<file path="src/hazard_settings.svh">
`ifndef HAZARD_SETTINGS_SVH
`define HAZARD_SETTINGS_SVH

////////////////////////////////////////////////////////////
// Field widths of the hazard subsystem
////////////////////////////////////////////////////////////

// Register index, rs/rt/rd fields
`define HAZARD_REG_W 5

// Full instruction word
`define HAZARD_INSTR_W 32

// Tnew and Tuse counters, values 0..2
`define HAZARD_T_W 2

// Link register written by jal
`define HAZARD_LINK_REG 31

`endif

</file>
<file path="src/hazard_pkg.sv">
`include "hazard_settings.svh"

package hazard_pkg;

	////////////////////////////////////////////////////////////
	// Instruction encodings
	////////////////////////////////////////////////////////////

	// Primary opcode, instr[31:26]
	typedef enum logic [5:0] {
		opR    = 6'b000000,
		opJ    = 6'b000010,
		opJal  = 6'b000011,
		opBeq  = 6'b000100,
		opAddi = 6'b001000,
		opAndi = 6'b001100,
		opOri  = 6'b001101,
		opLui  = 6'b001111,
		opLb   = 6'b100000,
		opLh   = 6'b100001,
		opLw   = 6'b100011,
		opSb   = 6'b101000,
		opSh   = 6'b101001,
		opSw   = 6'b101011,
		opLwId = 6'b110011
	} opcodeT;

	// R-type function, instr[5:0]
	typedef enum logic [5:0] {
		fnJr    = 6'b001000,
		fnMfhi  = 6'b010000,
		fnMthi  = 6'b010001,
		fnMflo  = 6'b010010,
		fnMtlo  = 6'b010011,
		fnMult  = 6'b011000,
		fnMultu = 6'b011001,
		fnDiv   = 6'b011010,
		fnDivu  = 6'b011011,
		fnAdd   = 6'b100000,
		fnSub   = 6'b100010,
		fnAnd   = 6'b100100,
		fnOr    = 6'b100101,
		fnSlt   = 6'b101010,
		fnSltu  = 6'b101011
	} functT;

	////////////////////////////////////////////////////////////
	// Hazard bookkeeping
	////////////////////////////////////////////////////////////

	// Where a decode operand is taken from
	typedef enum logic [1:0] {
		fwdNone = 2'd0,
		fwdE    = 2'd1,
		fwdM    = 2'd2,
		fwdW    = 2'd3
	} fwdSelT;

	// Destination plus cycles until the value exists
	typedef struct packed {
		logic [`HAZARD_REG_W-1:0] dest;
		logic [`HAZARD_T_W-1:0]   tnew;
	} resultInfoT;

endpackage

</file>
<file path="src/tuseDecode.sv">
`timescale 1ns/1ps
`include "hazard_settings.svh"

module tuseDecode
	import hazard_pkg::*;
(
	input  logic [`HAZARD_INSTR_W-1:0] instrD,
	output logic [`HAZARD_REG_W-1:0]   rsD,
	output logic [`HAZARD_REG_W-1:0]   rtD,
	output logic [`HAZARD_T_W-1:0]     tuseRs,
	output logic [`HAZARD_T_W-1:0]     tuseRt,
	output logic                       useRs,
	output logic                       useRt
);

	opcodeT opcode;
	functT  funct;

	// Source fields are always at the same place
	assign rsD = instrD[25:21];
	assign rtD = instrD[20:16];

	assign opcode = opcodeT'(instrD[31:26]);
	assign funct  = functT'(instrD[5:0]);

	always_comb begin
		// Default is no source read
		useRs  = 1'b0;
		useRt  = 1'b0;
		tuseRs = '0;
		tuseRt = '0;
		case (opcode)
			opR: begin
				case (funct)
					fnJr: begin
						useRs  = 1'b1;
						tuseRs = `HAZARD_T_W'(0);
					end
					fnAdd, fnSub, fnAnd, fnOr, fnSlt, fnSltu,
					fnMult, fnMultu, fnDiv, fnDivu, fnMthi, fnMtlo: begin
						useRs  = 1'b1;
						useRt  = 1'b1;
						tuseRs = `HAZARD_T_W'(1);
						tuseRt = `HAZARD_T_W'(1);
					end
					// mfhi, mflo and unknown functs read no GPR
					default: ;
				endcase
			end
			opOri, opAddi, opAndi, opLw, opLb, opLh, opLwId: begin
				useRs  = 1'b1;
				tuseRs = `HAZARD_T_W'(1);
			end
			opSw, opSb, opSh: begin
				// Address in E, store data only needed in M
				useRs  = 1'b1;
				useRt  = 1'b1;
				tuseRs = `HAZARD_T_W'(1);
				tuseRt = `HAZARD_T_W'(2);
			end
			opBeq: begin
				// Compared in decode
				useRs  = 1'b1;
				useRt  = 1'b1;
				tuseRs = `HAZARD_T_W'(0);
				tuseRt = `HAZARD_T_W'(0);
			end
			// lui, j, jal and unknown opcodes
			default: ;
		endcase
	end

endmodule

</file>
<file path="config.mk">
export PLATFORM = sky130hd
export DESIGN_NAME = tuseDecode
export DESIGN_NICKNAME = d
export VERILOG_FILES = /design/src/hazard_pkg.sv /design/src/tuseDecode.sv
export VERILOG_INCLUDE_DIRS = /design/src /design/src/src
export SDC_FILE = /design/constraint.sdc
export NUM_CORES = 1
export LEC_CHECK = 0
export ABC_CLOCK_PERIOD_IN_PS = 2100
export BUFFER_PORTS_ARGS = -buffer_cell sky130_fd_sc_hd__clkbuf_2
export CAP_MARGIN = 20
export CORE_AREA = 2 2 39 41
export DETAILED_ROUTE_END_ITERATION = 12
export DIE_AREA = 0 0 41 43
export GPL_TIMING_DRIVEN = 0
export PLACE_DENSITY = 0.7
export SLEW_MARGIN = 20
export SYNTH_ARGS = -nofsm -noshare
export SYNTH_HDL_FRONTEND = slang
export SYNTH_SLANG_ARGS = --single-unit
</file>
<file path="constraint.sdc">
create_clock -name vclk -period 2.1
set_clock_uncertainty 0.1 [all_clocks]
set_input_delay 0.21 -clock vclk [all_inputs]
set_output_delay 0.21 -clock vclk [all_outputs]
set_load 0.03 [all_outputs]
</file>
### Word-level counts from Yosys, hierarchy flattened

Cells that the tools add are included.

* bits in latches: 0
* bits of input ports: 32
* logic and storage cells: 38
* register bits after elaboration: 0
* memories kept: 0
* ROM bits: 0
* bits in writable memories: 0

* shift-type cells: 0
* div/mod/pow operators: 0
* $lt $le $gt $ge: 0
* reductions and logical operators: 7
* bitwise gates (word level): 0
* add/sub/neg operators: 0
* multiply operators: 0
* mux-type cells: 7
* eq/ne operators: 24

Operators with widths (number)
* $eq A6 B6 Y1 const B: 13
* $eq A6 B5 Y1 const B: 6
* $eq A6 B4 Y1 const B: 4
* $reduce_or A13 Y1: 1
* $reduce_or A12 Y1: 1
* $reduce_or A11 Y1: 1
* $reduce_or A10 Y1: 1
* $eq A6 B3 Y1 const B: 1
* $logic_not A6 Y1: 1
* $pmux W1 S2: 3
* $pmux W2 S2: 1
* $reduce_or A4 Y1: 1
* $mux W1: 3
* $reduce_or A3 Y1: 1

### Depth between registers and ports, before layout

* depth after elaboration: 4
* mapped depth: 4
* mapped depth without buffers: 4

### Worst setup path before layout

OpenSTA, ideal clock, no wires.

* path type: input-to-output
* start point: input instrD[27]
* end point: output tuseRt[0]
* arrival: 1.462 ns
* data required time: 1.790 ns
* stages: 3
* path slack: 0.328 ns
* path through: or3_1 -> or4_1 -> nor2_1

* cells in the longest elaborated chain, start to end: 3
* elaborated cells on any way between the ends: 6
* classes of those cells: 3 x eq/ne; 1 x mux; 2 x reduce/logical

Ends and longest elaborated chain
* start, declared: RTL line tuseDecode.sv:7 `` input logic [`HAZARD_INSTR_W-1:0] instrD, ``
* $eq A6 B6 Y1: RTL line tuseDecode.sv:32 `case (opcode)`
* $reduce_or A3 Y1
* $pmux W2 S2 (*): RTL line tuseDecode.sv:32
* end, declared: RTL line tuseDecode.sv:11 `` output logic [`HAZARD_T_W-1:0] tuseRt, ``

Mark *: on every way between the ends. The rest lies on a longest branch, timed or not.

### Worst setup path after layout

* start point: input instrD[27]
* end point: output useRt

* cells in the longest elaborated chain, start to end: 3
* elaborated cells on any way between the ends: 7
* classes of those cells: 4 x eq/ne; 1 x mux; 2 x reduce/logical

Ends and longest elaborated chain
* $eq A6 B3 Y1 or $eq A6 B6 Y1 (tied branches): RTL line tuseDecode.sv:32
* $reduce_or A4 Y1 (no line)
* $pmux W1 S2 (*): RTL line tuseDecode.sv:32
* end, declared: RTL line tuseDecode.sv:13 `output logic useRt`

Marks and branches as above.

==> out/qor.csv <==
stage,metric,value,unit
layout,fillerInstances,162,
floorplan,rows,14,
floorplan,core,1380,um^2
timing,setup_violations,0,
cts,cts-resized-gates,0,
layout,diodes,0,
run_status,status,"finished, final reports clean",
grt,grt_pass1_wl,1.09,mm
detailed_routing,firstDrtPassIters,5,
worst_setup_path,worstSetupPathType,in -> out,
detailed_routing,vias,398,
synthesis,synth_xor_area_share,0,%
floorplan,die_area,1760,um^2
detailed_routing,drc,0,
synthesis,syn_inst,44,
placement,io_buffer_count,27,
synthesis,synth_simple_gate_area_share,33.2,%
worst_setup_path,critPathMaxFanout,3,
layout,layout.nets,105,
power_and_ir_drop,powerDensity,226,nW/um^2
worst_setup_path,critPathMostFrequentCell,clkbuf_2,
timing,period_needed,1840,ps
floorplan,dieWidth,41,um
min_path,hp-class,in -> out,
synthesis,yosysWarnings,0,
power_and_ir_drop,p_total,0.0000991,W
synthesis,synthesis.area,283,um^2
cts,cts_setup_buffers,0,
synthesis,synthAdderAreaFrac,0,%
grt,grt_usage,8.09,%
synthesis,synth-compound-area-share,32.3,%
timing,drv_slew,0,
worst_setup_path,endpoint_kind,primary output,
detailed_routing,antenna_left,0,
timing,max_slew_margin,62.2,%
worst_setup_path,path_buf_inv,2,
timing,tns,0,ps
layout,seq_area,0,um^2
timing,finalCritPeriodShare,87.5,%
detailed_routing,drt-initial-drc-count,8,
cts,cts_hold_buf,0,
power_and_ir_drop,ir_drop,0.0658,mV
synthesis,syn_nets,76,
grt,grt_overflow,0,
synthesis,synth_top_family_by_area,buffers and inverters,
detailed_routing,wl_met1,313,um
layout,area_delta_synth_final,54.9,%
run,maxCapViolations,0,
synthesis,seq_area_frac_synth,0,%
detailed_routing,wl_met3,81,um
placement,place_congestion,0.662,
layout,n_clock_buffer,0,
worst_setup_path,cp.arrival,1530,ps
detailed_routing,wl_per_cell,8.23,um
grt,antenna_found_initial,0,
grt,grt_pass1_vias,274,
worst_setup_path,startpoint_type,input port,
worst_setup_path,max_stage_delay,470,ps
layout,n_sequential_cell,0,
synthesis,synthMuxAreaShare,0,%
timing,rsz0062_at_grt,no,
floorplan,die_y,43,um
placement,dp_hpwl,641,um
synthesis,avgSynthCellArea,6.43,um^2
power_and_ir_drop,leakagePower,0.234,nW
worst_setup_path,cpLargestDelayFamily,simple AND/OR/NAND/NOR gates,
detailed_routing,wl_met2,321,um
timing,worst_slew_pin_slew,552,ps
detailed_routing,drt-total-wl,716,um
synthesis,synthDistinctLibCells,23,
detailed_routing,dr.max_layer_used,met3,
timing,finalHoldViolCount,0,
worst_setup_path,path_cells,clkbuf_2 > or3_1 > or4_1 > o21ai_2 > clkbuf_2,
detailed_routing,vias_per_cell,4.57,
worst_setup_path,required,1790,ps
timing,fmax,544,MHz
worst_setup_path,slowest_stage,or4_1,
floorplan,ioPinCount,48,
floorplan,start_util,20.4,%
grt,grt_max_degree,8,
layout,drive_gt1_share,57.7,%
[cells by family after synthesis]
family | after synthesis
and+or+nand+nor | 17
buffers and inverters | 14
AOI/OAI and AO/OA | 12
other | 1
[where the power goes]
part / switching, W / internal, W / total (W) / leakage [nW]
combinational: 0.0000590 / 0.0000402 / 0.0000991 / 0.234
clock: 0 / 0 / 0 / 0
sequential: 0 / 0 / 0 / 0
[Yosys cell counts, drive strengths merged]
master,n,share of area (%)
a21oi,3,5.3
o21ba,1,3.5
or3,1,2.2
o41ai,1,3.1
nor2b,2,4.4
a311oi,1,3.1
a211o,1,3.1
nand2,2,2.7
nor4b,1,3.1
nand3,1,1.8
buf,11,29
conb,1,1.3
nor2,4,5.3
nand2b,3,6.6
nor3,1,1.8
or4,2,5.3
a2111oi,2,6.6
o21ai,2,4.9
o31ai,1,2.7
inv,3,4.0
[per-layer routing]
| layer | up-vias | global-route usage (%) |
|---|---|---|
| met2 | 24 | 14.1 |
| met3 | 0 | 0 |
| met1 | 170 | 11.4 |
| met4 | 0 | 0 |
| met5 | - | 0 |
| li1 | 204 | - |
[stage by stage]
step           instance area [um^2]  std cells  hold slack [ps]  setup WS, ps  utilization [%]
2_1_floorplan                   283         44              442           328                -
3_5_place_dp                    438         87              581           260             31.6
6_report                        438         87              580           263             31.6
5_1_grt                         438         87              583           152             31.6
3_3_place_gp                    438         87              581           287             31.6
4_1_cts                         438         87              581           255             31.6
[cell type report]
class              count  area (um^2)  share of cell area (%)
well taps             16         20.0                    4.57
plain buffers         11         82.6                    18.9
repair buffers        27          135                    30.9
inverters              3         11.3                    2.57
multi-input cells     30          189                    43.1
[layout by cell type, fill, tap and decap left out]
master     synthesis  routed
clkbuf_2           0      27
buf_4             11      11
nor2_1             4       4
nand2b_1           3       3
a21oi_1            3       3
inv_1              2       2
nor2b_1            2       2
nand2_1            2       2
or4_1              2       2
nor4b_1            1       1
a2111oi_1          1       1
a311oi_1           1       1
inv_2              1       1
or3_1              1       1
a2111oi_0          1       1
o21ai_1            1       1
nand3_1            1       1
a211o_1            1       1
o21ai_2            1       1
nor3_1             1       1
o21ba_2            1       1
o41ai_1            1       1
o31ai_1            1       1
conb_1             1       1
[final timing paths]
check                      start  endpoint  slack, ps  cells after the start
worst max-delay path  instrD[27]     useRt        260                      5
worst min-delay path  instrD[21]    rsD[0]        580                      2
No activity file was read; power rests on OpenSTA's default activity.
