## config.mk

```make
export PLATFORM = sky130hd
export DESIGN_NAME = tnewDecode
export DESIGN_NICKNAME = d
export VERILOG_FILES = /design/src/hazard_pkg.sv /design/src/tnewDecode.sv
export VERILOG_INCLUDE_DIRS = /design/src /design/src/src
export SDC_FILE = /design/constraint.sdc
export NUM_CORES = 1
export LEC_CHECK = 0
export ABC_AREA = 0
export BUFFER_PORTS_ARGS = -buffer_cell sky130_fd_sc_hd__buf_2
export CORE_AREA = 3 3 40 42
export DETAILED_ROUTE_END_ITERATION = 10
export DIE_AREA = 0 0 43 45
export PLACE_DENSITY = 0.61
export SKIP_LAST_GASP = 1
export SYNTH_ARGS = -nofsm -noshare
export SYNTH_HDL_FRONTEND = slang
export SYNTH_SLANG_ARGS = --single-unit
```

## constraint.sdc

```tcl
create_clock -name vclk -period 0.8
set_input_delay 0 -clock vclk [all_inputs]
set_output_delay 0 -clock vclk [all_outputs]
set_load 0.05 [all_outputs]
```

## src/hazard_settings.svh

```systemverilog
`ifndef HAZARD_SETTINGS_SVH
`define HAZARD_SETTINGS_SVH

////////////////////////////////////////////////////////////
// Field widths of the hazard subsystem
////////////////////////////////////////////////////////////

// Register index, rs/rt/rd fields
`define HAZARD_REG_W 5

// Full instruction word
`define HAZARD_INSTR_W 32

// Tnew and Tuse counters, values 0..2
`define HAZARD_T_W 2

// Link register written by jal
`define HAZARD_LINK_REG 31

`endif

```

## src/hazard_pkg.sv

```systemverilog
`include "hazard_settings.svh"

package hazard_pkg;

	////////////////////////////////////////////////////////////
	// Instruction encodings
	////////////////////////////////////////////////////////////

	// Primary opcode, instr[31:26]
	typedef enum logic [5:0] {
		opR    = 6'b000000,
		opJ    = 6'b000010,
		opJal  = 6'b000011,
		opBeq  = 6'b000100,
		opAddi = 6'b001000,
		opAndi = 6'b001100,
		opOri  = 6'b001101,
		opLui  = 6'b001111,
		opLb   = 6'b100000,
		opLh   = 6'b100001,
		opLw   = 6'b100011,
		opSb   = 6'b101000,
		opSh   = 6'b101001,
		opSw   = 6'b101011,
		opLwId = 6'b110011
	} opcodeT;

	// R-type function, instr[5:0]
	typedef enum logic [5:0] {
		fnJr    = 6'b001000,
		fnMfhi  = 6'b010000,
		fnMthi  = 6'b010001,
		fnMflo  = 6'b010010,
		fnMtlo  = 6'b010011,
		fnMult  = 6'b011000,
		fnMultu = 6'b011001,
		fnDiv   = 6'b011010,
		fnDivu  = 6'b011011,
		fnAdd   = 6'b100000,
		fnSub   = 6'b100010,
		fnAnd   = 6'b100100,
		fnOr    = 6'b100101,
		fnSlt   = 6'b101010,
		fnSltu  = 6'b101011
	} functT;

	////////////////////////////////////////////////////////////
	// Hazard bookkeeping
	////////////////////////////////////////////////////////////

	// Where a decode operand is taken from
	typedef enum logic [1:0] {
		fwdNone = 2'd0,
		fwdE    = 2'd1,
		fwdM    = 2'd2,
		fwdW    = 2'd3
	} fwdSelT;

	// Destination plus cycles until the value exists
	typedef struct packed {
		logic [`HAZARD_REG_W-1:0] dest;
		logic [`HAZARD_T_W-1:0]   tnew;
	} resultInfoT;

endpackage

```

## src/tnewDecode.sv

```systemverilog
`timescale 1ns/1ps
`include "hazard_settings.svh"

module tnewDecode
	import hazard_pkg::*;
(
	input  logic [`HAZARD_INSTR_W-1:0] instr,
	output resultInfoT                 res
);

	logic [`HAZARD_REG_W-1:0] rt;
	logic [`HAZARD_REG_W-1:0] rd;
	opcodeT opcode;
	functT  funct;

	assign rt     = instr[20:16];
	assign rd     = instr[15:11];
	assign opcode = opcodeT'(instr[31:26]);
	assign funct  = functT'(instr[5:0]);

	////////////////////////////////////////////////////////////
	// Tnew and destination as seen from the execute stage
	////////////////////////////////////////////////////////////

	always_comb begin
		// Non-writers and unknown encodings never hazard
		res.dest = '0;
		res.tnew = '0;
		case (opcode)
			opR: begin
				case (funct)
					fnAdd, fnSub, fnAnd, fnOr, fnSlt, fnSltu: begin
						res.dest = rd;
						res.tnew = `HAZARD_T_W'(1);
					end
					fnMfhi, fnMflo: begin
						// HI/LO read happens in E like an ALU op
						res.dest = rd;
						res.tnew = `HAZARD_T_W'(1);
					end
					// jr, mult/div and mthi/mtlo write no GPR
					default: ;
				endcase
			end

			opOri, opAddi, opAndi, opLui: begin
				res.dest = rt;
				res.tnew = `HAZARD_T_W'(1);
			end

			opLw, opLb, opLh, opLwId: begin
				// Data returns at the end of M
				res.dest = rt;
				res.tnew = `HAZARD_T_W'(2);
			end

			opJal: begin
				// Link value is PC+8, known already in decode
				res.dest = `HAZARD_REG_W'(`HAZARD_LINK_REG);
				res.tnew = `HAZARD_T_W'(0);
			end

			// Stores, beq, j
			default: ;
		endcase
	end

endmodule

```

# ---- Word-level counts from Yosys, hierarchy flattened
# Cells that the tools add are included.
dict set report totals {
  regBits 0
  output_inout_bits 7
}
dict set report classes {
  reduce_logical 4
  muxes 2
  n_eq_ne 17
}
# op count
set op_table {}
lappend op_table {{$eq A6 B6 Y1 const B} 10}
lappend op_table {{$pmux W7 S4} 1}
lappend op_table {{$eq A6 B4 Y1 const B} 4}
lappend op_table {{$eq A6 B5 Y1 const B} 2}
lappend op_table {{$reduce_or A4 Y1} 2}
lappend op_table {{$reduce_or A8 Y1} 1}
lappend op_table {{$mux W7} 1}
lappend op_table {{$eq A6 B2 Y1 const B} 1}
lappend op_table {{$logic_not A6 Y1} 1}

# ---- Depth between registers and ports, before layout
dict set report logic_depth {
  depth_word 4
  mapped_depth 4
}

# ---- Worst setup path before layout
# OpenSTA, ideal clock, no wires.
dict set report synth_path {
  path_kind {input to output}
  start {in instr[29]}
  end {out res[2] (netlist bit)}
  arrival_ns 1.056
  stages 4
  path_slack_ns -0.256
  n_path_buf 0
  required_ns 0.800
  path_cell_list {nor3b_2 > a21oi_1 > o32ai_2 > a221o_1}
}
# item line
set synth_lines {}
lappend synth_lines {{start, declared} tnewDecode.sv:7} ;# input logic [`HAZARD_INSTR_W-1:0] instr,
lappend synth_lines {{end, declared} tnewDecode.sv:8} ;# output resultInfoT res

==> summary.md <==
| Metric | Value |
|---|---|
| Post-synthesis instance area | `243 sq um` |
| Highest cell delay on the worst timing path | `390 ps` |
| Setup repair after global routing missed its margin | `yes` |
| Total non-filler cell area in the finished layout | `611 sq um` |
| Count leader, synth | `sky130_fd_sc_hd__a221o_1` |
| Number of global-route vias before repair | `403` |
| Leading area contributor after synthesis | `sky130_fd_sc_hd__a221o_1` |
| Final count of hold timing violations | `0` |
| Wire length of the first global-routing pass | `1420 um` |
| Max Slew Vio Count | `0` |
| Antenna Cells | `0` |
| CP startpoint kind | `primary input` |
| Number of maximum-capacitance violations | `0` |
| Slew headroom | `80.3%` |
| Worst Path Required | `800 ps` |
| Layout sequential cell count | `0` |
| Number of iterations in the first detailed-routing pass | `2` |
| Layout cell share with drive strength beyond 1 | `76.7%` |
| Highest routed layer | `met3` |
| Leading post-synthesis cells by instance count | `5 x sky130_fd_sc_hd__a221o_1, 4 x sky130_fd_sc_hd__nor2_1, 3 x sky130_fd_sc_hd__nand2_1, 3 x sky130_fd_sc_hd__nand3_1` |
| Part of the Yosys area used for sequential elements | `0%` |
| Kind of end point of the critical path | `output port` |
| Cells traversed along the worst timing path | `buf_2 > nor3b_4 > a32oi_2 > o32ai_4 > a221o_2 > buf_8` |
| Effective utilization at floorplan | `18.9%` |
| Crit. Startpoint | `instr[31]` |
| Design Power | `303 uW` |
| Synth cell types | `22` |
| Placer congestion estimate | `0.729` |
| Cell type of the slowest stage on the worst timing path | `sky130_fd_sc_hd__a221o_2` |
| Total of buffers placed on input and output ports | `29` |
| GRT overflow | `0` |
| DRT Wirelength | `1020 um` |
| Core area | `0.00128 sq mm` |
| Post-synthesis average cell area | `6.94 sq um` |
| Count of routing violations after the opening detailed-route iteration | `2` |
| Syn nets | `67` |
| Path category of the worst min-delay check | `primary input to output port` |
| Failing checks | `negative setup slack` |
| Type of the setup path with the least slack | `primary input to output port` |
| Hold buffer count at CTS | `0` |
| Critical path fanouts, max | `5` |
| Share of the synthesized area in the top cell type | `20.6%` |
| Run status | `complete, but fails checks` |
| Setup TNS | `-1990 ps` |
| Die Width | `43 um` |
| Pin count of the biggest net entering global routing | `7` |
| Final setup violation count | `6` |
| Number of warnings issued by yosys | `0` |
| Combined area of the multi-input logic cells | `305 sq um` |
| Met1 Wirelength | `370 um` |
| Initial antenna violation count | `0` |
| Worst setup slack after layout | `-362 ps` |
| Layout area overhead | `152%` |
| Number of vias after detailed routing | `423` |
| Number of nets in the layout | `107` |
| DRC violation count after routing | `0` |
| Antenna-violating nets left | `0` |
| Placement-stage cell area | `493 sq um` |
| Met3 WL | `63 um` |
| Max frequency | `861 MHz` |
| Number of top-level design ports | `39` |
| Post-DR wirelength/cell | `11.6 um` |
| Post-Synthesis Cells | `35` |
| Data arrival time at the worst-slack endpoint | `1160 ps` |
| Post-detail-place hpwl | `838 um` |
| Total power divided by cell area | `496 mW/mm^2` |
| Core Rows | `13` |
| Peak supply drop | `0.180 mV` |
| Die Area | `0.00194 sq mm` |
| Via/cell ratio | `4.81` |
| Register cell area after layout | `0 sq um` |
| Leakage | `0.000294 uW` |
| Total global-route track usage | `8.79%` |
| Worst slew pin tran | `295 ps` |
| Final period util | `145%` |
| Vertical extent of the die | `45 um` |
| Cells taking the most area after synthesis | `sky130_fd_sc_hd__a221o_1 21%, sky130_fd_sc_hd__a32oi_1 7.2%, sky130_fd_sc_hd__o32ai_2 6.7%, sky130_fd_sc_hd__nand3_1 6.2%, sky130_fd_sc_hd__nor2_1 6.2%` |
| Minimum period implied by the final worst setup slack | `1160 ps` |
| Capture point of the critical path | `res[2]` |
| Fill cell count | `127` |
| Clock buffer instance count of the final layout | `0` |
| Wire length on met2 | `590 um` |
-- layout make-up --
cell class / instances / area share [%]
Multi-Input combinational cell: 33 / 50.0
Tap cell: 15 / 3.07
Inverter: 2 / 1.23
Timing Repair Buffer: 38 / 45.7
-- layout by cell type, fill, tap and decap left out --
master                     netlist  final
sky130_fd_sc_hd__nor2_2          1      1
sky130_fd_sc_hd__buf_4           0      9
sky130_fd_sc_hd__o21ai_0         1      1
sky130_fd_sc_hd__nor3b_4         0      1
sky130_fd_sc_hd__nand3_1         3      2
sky130_fd_sc_hd__a32oi_2         0      2
sky130_fd_sc_hd__a21oi_2         1      2
sky130_fd_sc_hd__and2b_2         0      1
sky130_fd_sc_hd__and3_1          1      1
sky130_fd_sc_hd__nand4_1         1      1
sky130_fd_sc_hd__nor2b_1         1      1
sky130_fd_sc_hd__inv_1           2      2
sky130_fd_sc_hd__buf_2           0     19
sky130_fd_sc_hd__nor2_1          4      4
sky130_fd_sc_hd__nand3_4         0      1
sky130_fd_sc_hd__and3b_1         1      1
sky130_fd_sc_hd__buf_6           0      7
sky130_fd_sc_hd__nor3_2          0      1
sky130_fd_sc_hd__a221o_2         0      5
sky130_fd_sc_hd__mux2i_1         1      1
sky130_fd_sc_hd__buf_8           0      2
sky130_fd_sc_hd__o21ai_2         0      1
sky130_fd_sc_hd__o32ai_4         0      1
sky130_fd_sc_hd__nor3b_2         1      1
sky130_fd_sc_hd__nand2_1         3      3
sky130_fd_sc_hd__clkbuf_4        0      1
sky130_fd_sc_hd__a211o_2         1      1
-- layer usage --
layer / GRT usage, % / vias to the layer above
met1: 8.10 / 190
met4: 0 / 0
li1: - / 221
met3: 0.797 / 0
met2: 21.0 / 12
met5: 0 / -
-- critical path, delay by kind of cell --
kind | cells | cell delay (ps)
compound gates | 3 | 740
buf+inv | 2 | 270
simple gates | 1 | 150
-- metrics by stage --
| step | worst slack (ps) | instances | util (%) | hold slack (ps) |
|---|---|---|---|---|
| final | -362 | 88 | 47.5 | 360 |
| after global routing | -446 | 88 | 47.5 | 364 |
| after CTS | -422 | 87 | 42.8 | 358 |
| after detailed placement | -461 | 87 | 38.4 | 445 |
| after global placement | -436 | 87 | 38.4 | 445 |
| after floorplan | -161 | 35 | - | 243 |
-- report_power, final --
| part | internal (uW) | switching (uW) | total, uW |
|---|---|---|---|
| Sequential | 0 | 0 | 0 |
| Combinational | 150 | 153 | 303 |
| Clock | 0 | 0 | 0 |
| Total | 150 | 153 | 303 |
-- what timing repair did --
| action | 4_1_cts | 5_1_grt |
|---|---|---|
| gates resized for setup | 16 | 10 |
| pin swaps | 5 | 7 |
| endpoints found under the setup margin | 6 | 7 |
| setup buffers | 1 | 1 |
| gates cloned | 0 | 0 |
-- worst min path at each step --
stage,cells past startpoint,endpoint,start
2_1_floorplan,2,res[0],instr[28]
3_3_place_gp,3,res[6],instr[15]
3_5_place_dp,3,res[6],instr[15]
4_1_cts,3,res[4],instr[13]
5_1_grt,3,res[4],instr[13]
6_report,3,res[4],instr[13]
-- kinds of logic (layout without fill, tap and decap cells) --
logic type             after synthesis  count (layout)  synth area share [%]
and+or+nand+nor                     19              19                  44.3
AOI/OAI and AO/OA                   13              13                  48.5
buffers and inverters                2              40                  3.09
muxes                                1               1                  4.12
Power figures use the tool's default switching activity.
